<file path="config.mk">
export PLATFORM = sky130hd
export DESIGN_NAME = csr_unit_top
export DESIGN_NICKNAME = d
export VERILOG_FILES = /design/src/csr_pkg.sv /design/src/csr_bus_if.sv /design/src/csr_file.sv /design/src/csr_exec.sv /design/src/csr_unit_top.sv
export VERILOG_INCLUDE_DIRS = /design/src
export SDC_FILE = /design/constraint.sdc
export NUM_CORES = 1
export LEC_CHECK = 0
export ABC_AREA = 1
export BUFFER_PORTS_ARGS = -buffer_cell sky130_fd_sc_hd__buf_2
export CORE_ASPECT_RATIO = 1.4
export CORE_MARGIN = 8
export CORE_UTILIZATION = 45
export DETAILED_ROUTE_END_ITERATION = 10
export PLACE_DENSITY = 0.83
export SKIP_CTS_REPAIR_TIMING = 1
export SLEW_MARGIN = 20
export SYNTH_ARGS = -nofsm -noshare
export SYNTH_HDL_FRONTEND = slang
export SYNTH_HIERARCHICAL = 1
export SYNTH_SLANG_ARGS = --single-unit
</file>
<file path="constraint.sdc">
create_clock -name clk -period 2.15 [get_ports clk]
set_clock_uncertainty 0.2 [all_clocks]
set_input_delay 0.215 -clock clk [delete_from_list [all_inputs] [get_ports clk]]
set_output_delay 0.215 -clock clk [all_outputs]
set_load 0.05 [all_outputs]
</file>
<file path="src/csr_params.svh">
// machine csr parameters
`ifndef CSR_PARAMS_SVH
`define CSR_PARAMS_SVH

// widths
`define CSR_XLEN 32            // data word
`define CSR_AW   12            // csr address field

// machine csr addresses
`define CSR_MSTATUS   12'h300
`define CSR_MTVEC     12'h305
`define CSR_MEPC      12'h341
`define CSR_MCAUSE    12'h342
`define CSR_MVENDORID 12'hf11
`define CSR_MARCHID   12'hf12

// fixed csr contents
`define MSTATUS_VAL   32'h0000_1800   // mpp = machine
`define MVENDORID_VAL 32'h4353_5255
`define MARCHID_VAL   32'h0000_0017

`define CAUSE_ECALL_M 4'hb            // ecall from m-mode
`define OPC_SYSTEM    7'b1110011
`define IMM_MRET      12'h302         // csr field of mret
`endif

</file>
<file path="src/csr_pkg.sv">
// csr unit types
`default_nettype none

`include "csr_params.svh"

package csr_pkg;

  // one architectural data word
  typedef logic [`CSR_XLEN-1:0] xlen_t;

  // csr address, inst[31:20]
  typedef logic [`CSR_AW-1:0] csr_addr_t;

  // csr operation select, inst[14:12]
  // bit 2 picks the zimm source
  // bits 1:0 pick rw / rs / rc
  typedef logic [2:0] funct3_t;

  // stored part of mcause
  // only the exception code is kept, no interrupt bit
  typedef logic [3:0] cause_t;

endpackage

`default_nettype wire

</file>
<file path="src/csr_bus_if.sv">
// execute to csr file bus
`default_nettype none

interface csr_bus_if
  import csr_pkg::*;
();

  // read port, combinational
  csr_addr_t raddr;
  xlen_t     rdata;

  // write port, commits on next clk edge
  logic      wen;
  csr_addr_t waddr;
  xlen_t     wdata;

  // trap capture, wins over wen
  logic      trap;
  xlen_t     trap_pc;           // goes to mepc

  // live register values for redirects
  xlen_t     mtvec;
  xlen_t     mepc;

  modport exec (output raddr, wen, waddr, wdata, trap, trap_pc,
                input  rdata, mtvec, mepc);

  modport file (input  raddr, wen, waddr, wdata, trap, trap_pc,
                output rdata, mtvec, mepc);

endinterface

`default_nettype wire

</file>
<file path="src/csr_file.sv">
// machine csr register block
`default_nettype none

`include "csr_params.svh"

module csr_file
  import csr_pkg::*;
(
  input logic   clk,
  input logic   rst,
  csr_bus_if.file bus
);

  // only the writable trap csrs get flops
  xlen_t  mtvec_q;
  xlen_t  mepc_q;
  cause_t mcause_q;

  // write and trap capture
  always_ff @(posedge clk) begin
    if (rst) begin
      mtvec_q  <= '0;
      mepc_q   <= '0;
      mcause_q <= '0;
    end else if (bus.trap) begin       // trap has priority over a write
      mepc_q   <= bus.trap_pc;
      mcause_q <= `CAUSE_ECALL_M;
    end else if (bus.wen) begin
      case (bus.waddr)
        `CSR_MTVEC:  mtvec_q  <= bus.wdata;
        `CSR_MEPC:   mepc_q   <= bus.wdata;
        `CSR_MCAUSE: mcause_q <= bus.wdata[3:0];  // low code bits only
        default: ;                     // constants and unknown are dropped
      endcase
    end
  end

  // read decode
  always_comb begin
    case (bus.raddr)
      `CSR_MSTATUS:   bus.rdata = `MSTATUS_VAL;
      `CSR_MTVEC:     bus.rdata = mtvec_q;
      `CSR_MEPC:      bus.rdata = mepc_q;
      `CSR_MCAUSE:    bus.rdata = {{(`CSR_XLEN-4){1'b0}}, mcause_q};  // zero ext
      `CSR_MVENDORID: bus.rdata = `MVENDORID_VAL;
      `CSR_MARCHID:   bus.rdata = `MARCHID_VAL;
      default:        bus.rdata = '0;  // unimplemented reads as zero
    endcase
  end

  // live values for the redirect mux in exec
  assign bus.mtvec = mtvec_q;
  assign bus.mepc  = mepc_q;

  // mcause comes out of reset cleared
  a_mcause_reset: assert property (
    @(posedge clk) rst |=> (mcause_q == '0)
  ) else $error("mcause not cleared by reset");

  // exec must never ask for a write in a trap cycle
  a_no_trap_and_write: assert property (
    @(posedge clk) disable iff (rst) !(bus.trap && bus.wen)
  ) else $error("trap and csr write in the same cycle");

endmodule

`default_nettype wire

</file>
<file path="src/csr_exec.sv">
// system instruction execute stage
`default_nettype none

`include "csr_params.svh"

module csr_exec
  import csr_pkg::*;
(
  input  logic  clk,                 // assertion clocking only
  input  logic  rst,
  input  logic  valid,
  input  xlen_t inst,
  input  xlen_t rs1_data,
  input  xlen_t pc,
  output xlen_t rd_data,
  output logic  rd_we,
  output logic  redirect,
  output xlen_t redirect_pc,
  output logic  illegal,
  csr_bus_if.exec bus
);

  // instruction fields
  logic [6:0] opcode;
  funct3_t    funct3;
  logic [4:0] rs1_f;                 // rs1 index or zimm
  csr_addr_t  csr_addr;

  // decoded kinds
  logic is_sys;
  logic is_csr;
  logic is_ecall;
  logic is_mret;

  // read-modify-write path
  xlen_t src;
  xlen_t new_val;
  logic  wr_req;                     // operation wants to write
  logic  ro_addr;                    // addr in read-only space

  assign opcode   = inst[6:0];
  assign funct3   = inst[14:12];
  assign rs1_f    = inst[19:15];
  assign csr_addr = inst[31:20];

  assign is_sys   = valid && (opcode == `OPC_SYSTEM);
  assign is_csr   = is_sys && (funct3 != 3'b000);
  assign is_ecall = is_sys && (funct3 == 3'b000) && (csr_addr == '0);
  assign is_mret  = is_sys && (funct3 == 3'b000) && (csr_addr == `IMM_MRET);

  // zimm form takes the rs1 field itself
  assign src = funct3[2] ? {{(`CSR_XLEN-5){1'b0}}, rs1_f} : rs1_data;

  // old value comes straight back from the file
  always_comb begin
    case (funct3[1:0])
      2'b01: begin                   // csrrw
        new_val = src;
        wr_req  = 1'b1;
      end
      2'b10: begin                   // csrrs
        new_val = bus.rdata | src;
        wr_req  = (rs1_f != 5'd0);   // x0 / zimm 0 is read only
      end
      2'b11: begin                   // csrrc
        new_val = bus.rdata & ~src;
        wr_req  = (rs1_f != 5'd0);
      end
      default: begin                 // reserved, no write
        new_val = bus.rdata;
        wr_req  = 1'b0;
      end
    endcase
  end

  // top two address bits 11 is read-only
  assign ro_addr = (csr_addr[11:10] == 2'b11);

  // bus side
  assign bus.raddr   = csr_addr;
  assign bus.waddr   = csr_addr;
  assign bus.wdata   = new_val;
  assign bus.wen     = is_csr && wr_req && !ro_addr;
  assign bus.trap    = is_ecall;
  assign bus.trap_pc = pc;           // epc is the ecall itself

  // core side
  assign rd_data     = bus.rdata;    // old csr value
  assign rd_we       = is_csr;
  assign illegal     = is_csr && wr_req && ro_addr;
  assign redirect    = is_ecall || is_mret;
  assign redirect_pc = is_ecall ? bus.mtvec : bus.mepc;

  // redirecting instructions never write a gpr
  a_redirect_no_rd: assert property (
    @(posedge clk) disable iff (rst) !(redirect && rd_we)
  ) else $error("redirect together with rd write");

  // a blocked write must not reach the file
  a_illegal_no_wen: assert property (
    @(posedge clk) disable iff (rst) !(bus.wen && illegal)
  ) else $error("csr write issued on illegal access");

endmodule

`default_nettype wire

</file>
<file path="src/csr_unit_top.sv">
// machine csr unit top
`default_nettype none

`include "csr_params.svh"

module csr_unit_top (
  input  logic                 clk,
  input  logic                 rst,
  input  logic                 valid,        // one inst per cycle
  input  logic [`CSR_XLEN-1:0] inst,
  input  logic [`CSR_XLEN-1:0] rs1_data,
  input  logic [`CSR_XLEN-1:0] pc,
  output logic [`CSR_XLEN-1:0] rd_data,      // old csr value
  output logic                 rd_we,
  output logic                 redirect,     // ecall / mret
  output logic [`CSR_XLEN-1:0] redirect_pc,
  output logic                 illegal       // write to read-only csr
);

  // exec <-> register block
  csr_bus_if bus ();

  // decode and rmw
  csr_exec i_exec (
    .clk         (clk),
    .rst         (rst),
    .valid       (valid),
    .inst        (inst),
    .rs1_data    (rs1_data),
    .pc          (pc),
    .rd_data     (rd_data),
    .rd_we       (rd_we),
    .redirect    (redirect),
    .redirect_pc (redirect_pc),
    .illegal     (illegal),
    .bus         (bus)
  );

  // trap csrs and constants
  csr_file i_file (
    .clk (clk),
    .rst (rst),
    .bus (bus)
  );

endmodule

`default_nettype wire

</file>
Word-level counts from Yosys, hierarchy flattened. Index checks and enable logic that the tools add are counted.

Register bits after elaboration: 68. Input bits: 99. Output and inout bits: 67. Logic and storage cells: 54.

Equal/unequal tests: 12. Muxes and demuxes: 11. Bitwise gates (word level): 4. Reduce and logical (&&, ||, !) cells: 23.

Operators by type and width (count): $pmux W32 S6 (1); $mux W32 (5); $pmux W32 S3 (1); $eq A12 B10 Y1 const B (5); $and A32 B32 Y32 (1); $not A32 Y32 (1); $or A32 B32 Y32 (1); $eq A12 B12 Y1 const B (2); $logic_not A12 Y1 (1); $mux W4 (3); $logic_and A1 B1 Y1 (8); $eq A7 B7 Y1 const B (1); $eq A2 B2 Y1 const B (3); $reduce_and A2 Y1 (3); $reduce_bool A2 Y1 (3); $reduce_bool A5 Y1 (1); $reduce_or A2 Y1 (2); $logic_not A3 Y1 (1); $reduce_and A3 Y1 (1); $reduce_bool A3 Y1 (1); $eq A2 B1 Y1 const B (1); $pmux W1 S2 (1); $logic_not A1 Y1 (1); $logic_or A1 B1 Y1 (1); $not A1 Y1 (1).

Longest topological paths before layout.
Depth after elaboration: 7. Gate-level depth with buffers: 17. Gate-level depth less buffers: 14.

Modules after synthesis. The synthesis kept the hierarchy.

Modules (own cells, without submodules): csr_file (times used 1, cells an instance 604, area each 3753.6 µm², seq. area each 1361.3 µm²); csr_exec (times used 1, cells an instance 370, area each 2039.5 µm², seq. area each 0.0 µm²).

Worst setup path before layout. No wires, ideal clock.

Kind: in2out. From: input inst[2]. To: output redirect. Arrival: 1.655 ns. Path slack: 0.080 ns. Cell stages on the path: 5. Cells stage by stage: inv_1 nand2_1 nor2_1 nand2_2 nor3_1.

Cells in the longest elaborated chain, start to end: 5. Elaborated cells on any way between the ends: 6. Those cells by class: eq/ne: 1; reduce/logical: 5.

Ends and longest elaborated chain: from (decl) (RTL line csr_unit_top.sv:10) `` input logic [`CSR_XLEN-1:0] inst, ``; $eq A7 B7 Y1 (no source line) *; $logic_and A1 B1 Y1 * (RTL line csr_exec.sv:46) `` assign is_sys = valid && (opcode == `OPC_SYSTEM); ``; $logic_and A1 B1 Y1 * (RTL line csr_exec.sv:48, csr_exec.sv:49); $logic_and A1 B1 Y1 (on tied branches) (RTL line csr_exec.sv:48, csr_exec.sv:49); $logic_or A1 B1 Y1 * (RTL line csr_exec.sv:91) `assign redirect = is_ecall || is_mret;`; to (decl) (RTL line csr_unit_top.sv:15) `output logic redirect,`.

Mark *: on every way between the ends. The rest lies on a longest branch, timed or not.

Worst setup path after layout.
From: input inst[22]. To: output rd_data[4].

Cells in the longest elaborated chain, start to end: 2. Elaborated cells on any way between the ends: 7. Those cells by class: eq/ne: 6; mux: 1.

Ends and longest elaborated chain: $eq A12 B12 Y1 or $eq A12 B10 Y1 (tied branches) (RTL line csr_file.sv:40) `case (bus.raddr)`; $pmux W32 S6 * (RTL line csr_file.sv:40); to (decl) (RTL line csr_unit_top.sv:13) `` output logic [`CSR_XLEN-1:0] rd_data, ``.

Marked as above.

==> metrics.cfg <==
[flow_run]
max_cap_viol_count = 0

[power_and_ir_drop]
switchingPower_mw = 0.7644
combinationalPowerShare_pct = 12.1
vdd_drop_max_uv = 284.0
p_int_mw = 2.198
seq_power_share_pct = 42.5
switching_share_pct = 25.80
clkPwrFrac_pct = 45.4
total_power_mw = 2.963
p_leak_nw = 3.345
cellPowerDensity_nw_per_um2 = 438.9

[grt]
grt_first_pass_wirelength_um = 30730
overflow = 0
grt_max_degree = 66
antenna_found_initial = 1
grt_util_all_layers_pct = 22.60
grt_pass1_vias = 6272

[drt]
wl_met2_um = 9451
wl_met1_um = 7729
antenna_left = 0
top_layer = met5
drt-total-wl_um = 19610
dr_wl_met3_um = 1862
drc = 0
dr_total_vias = 6551
drt-wirelength-per-cell_um = 15.89
drt_iter0_drc = 472
via_per_inst = 5.309
dr.pass1.iters = 5

[worst_setup_path]
r2r-start = i_file/bus.mepc[2]
critPathSlowestCell = nor3_1
critPathKind = in2out
timing.reg2reg.setup_slack_ps = 560
cp_data_required_time_ps = 1740
cp-startpoint = inst[22]
crit_chain = buf_2 -> inv_1 -> nand2_1 -> nor3_1 -> o21ai_1 -> buf_4 -> nand3_1 -> buf_4 -> buf_2
arrival_ps = 1650
cpPeakStageDelay_ps = 280
startpoint_type = input pin
end_kind = primary output
crit_path_max_fanout = 3

[layout]
nets = 1175
layout-drive-gt1-share_pct = 26.36
final_util_pct = 53.19
antennaDiodeCount = 0
final_area_sq_um = 6750
syn_to_final_growth_pct = 16.52

[cts]
cts_tree = done
h-tree-depth = 3
root_buffer = clkbuf_16
clkLatencyLatePin_ps = 330
cts_buffers = 9
clk_pin_slew_ps = 50
clkSinkCount = 68
clockBufferDepth = 2

[sta]
finalMaxSlewViolations = 0
clock.fmax_mhz = 485.1
finalSetupViolations = 0
whs_ps = 46.66
rsz0062_at_grt = yes
period_minus_slack_ps = 2062
slew_headroom_pct = 39.15
final-hold-violation-count = 0
worst_pin_slew_ps = 910.6
min_period_over_period_pct = 95.88
fin_ws_ps = 88.48

[die]
ios = 166
die_y_um = 150.3
fp.dieW_um = 111.9
start_util_pct = 45.65
core.rowCount = 49
core_area_sq_um = 12690
die-area_sq_um = 16810

[logic_synthesis]
synth_top_area_share_pct = 23.50
synth_ff_type = dfxtp_1
synth_top_area_cell = dfxtp_1
syn-num-nets = 1073
synth_area_per_cell_sq_um = 5.948
yosysWarnings = 6
ys_ff_latch = 68
async_flop_share_pct = 0
yosysSeqAreaShare_pct = 23.50
syn_area_sq_um = 5793
yosysUniqueCellTypes = 28
syn_inst = 974
synth_edf_count = 0
ys_top_cells_by_area = dfxtp_1 23%, nand2_1 19%, buf_4 12%, nand3_1 11%, nor2_1 6.3%

[min_path]
hp-start = pc[7]
hp-class = in2reg

[place]
placed_cell_area_sq_um = 6440
preCtsSetupSlack_ps = -168.9
io_buffers = 160
hpwl_um = 13820
gp_congestion = 0.9307

[run_status]
status = completed

==> cell usage in the layout, fill, tap and decap left out, types with 5 or more instances in the layout <==
cell | synthesis | layout
buf_12 | 0 | 6
a21oi_1 | 34 | 34
nand4_1 | 9 | 9
nand2_2 | 5 | 5
o21ai_0 | 39 | 38
clkbuf_16 | 0 | 9
o22ai_1 | 5 | 5
o211ai_1 | 27 | 27
nor2_1 | 98 | 96
inv_1 | 58 | 57
clkbuf_4 | 0 | 7
buf_4 | 96 | 78
o21ai_1 | 27 | 28
nor2_4 | 4 | 6
nand3_1 | 124 | 124
nand2_1 | 300 | 300
buf_2 | 25 | 149
inv_2 | 6 | 7
dfxtp_1 | 68 | 68
==> cells in the mapped netlist, types with 4 or more instances <==
library cell	n
buf_6	12
o21ai_0	39
o211ai_1	27
nand4_1	9
dfxtp_1	68
nand2_1	300
inv_2	6
nand3_1	124
inv_1	58
clkbuf_1	15
a21oi_1	34
o21ai_1	27
nor3_1	4
nor2_4	4
o22ai_1	5
buf_4	96
buf_2	25
nor2_1	98
nand2_2	5
==> kinds of logic after synthesis <==
logic type,count (synthesis),synth area share (%)
AO/OA/AOI/OAI,132,12.68
buffers and inverters,216,22.31
flip-flops,68,23.50
AND/OR/NAND/NOR,558,41.51
==> sequential cells by signal, indices dropped and copies added (netlist names) <==
name              flops
i_file/bus.mtvec     32
i_file/bus.mepc      32
i_file/mcause_q       4
==> metrics by stage <==
| stage | setup TNS (ps) | std cells |
|---|---|---|
| after floorplan | 0 | 974 |
| after global placement | -1676 | 1218 |
| after detailed placement | -1399 | 1218 |
| after CTS | -156.5 | 1234 |
| after global routing | -13.88 | 1234 |
| final | 0 | 1234 |
==> power groups by stage <==
stage | registers (mW) | clock network [mW] | logic, mW
5_1_grt | 1.26 | 1.42 | 0.397
6_report | 1.26 | 1.35 | 0.357
3_3_place_gp | 1.29 | 0 | 0.345
4_1_cts | 1.26 | 1.36 | 0.353
3_5_place_dp | 1.29 | 0 | 0.352
2_1_floorplan | 1.29 | 0 | 0.253
==> final timing paths <==
kind                                            to  depth (start not counted)
worst max register to register  i_file/bus.mepc[2]                          8
worst min-delay path            i_file/bus.mepc[7]                          5
worst max-delay path                    rd_data[4]                          9
worst min register to register  i_file/mcause_q[2]                          2
==> worst max-delay path: cells and delay by family <==
family | cells | cell delay [ps]
buffers and inverters | 5 | 750
AOI/OAI and AO/OA | 1 | 210
and+or+nand+nor | 3 | 480
==> layout make-up <==
type | count | area, sq um
Fill cell | 1307 | 5941
Multi-Input combinational cell | 690 | 3157
Timing Repair Buffer | 242 | 1526
Sequential cell | 68 | 1361
Inverter | 65 | 244.0
Clock buffer | 11 | 242.7
Tap cell | 153 | 191.4
Clock inverter | 5 | 27.53
==> layer usage <==
layer  GRT usage (%)  vias up
met5               0        -
met4           9.266        2
met3           4.376       49
met2           40.14      359
met1           26.07     2898
li1                -     3243
(Power assumes the default switching activity.)
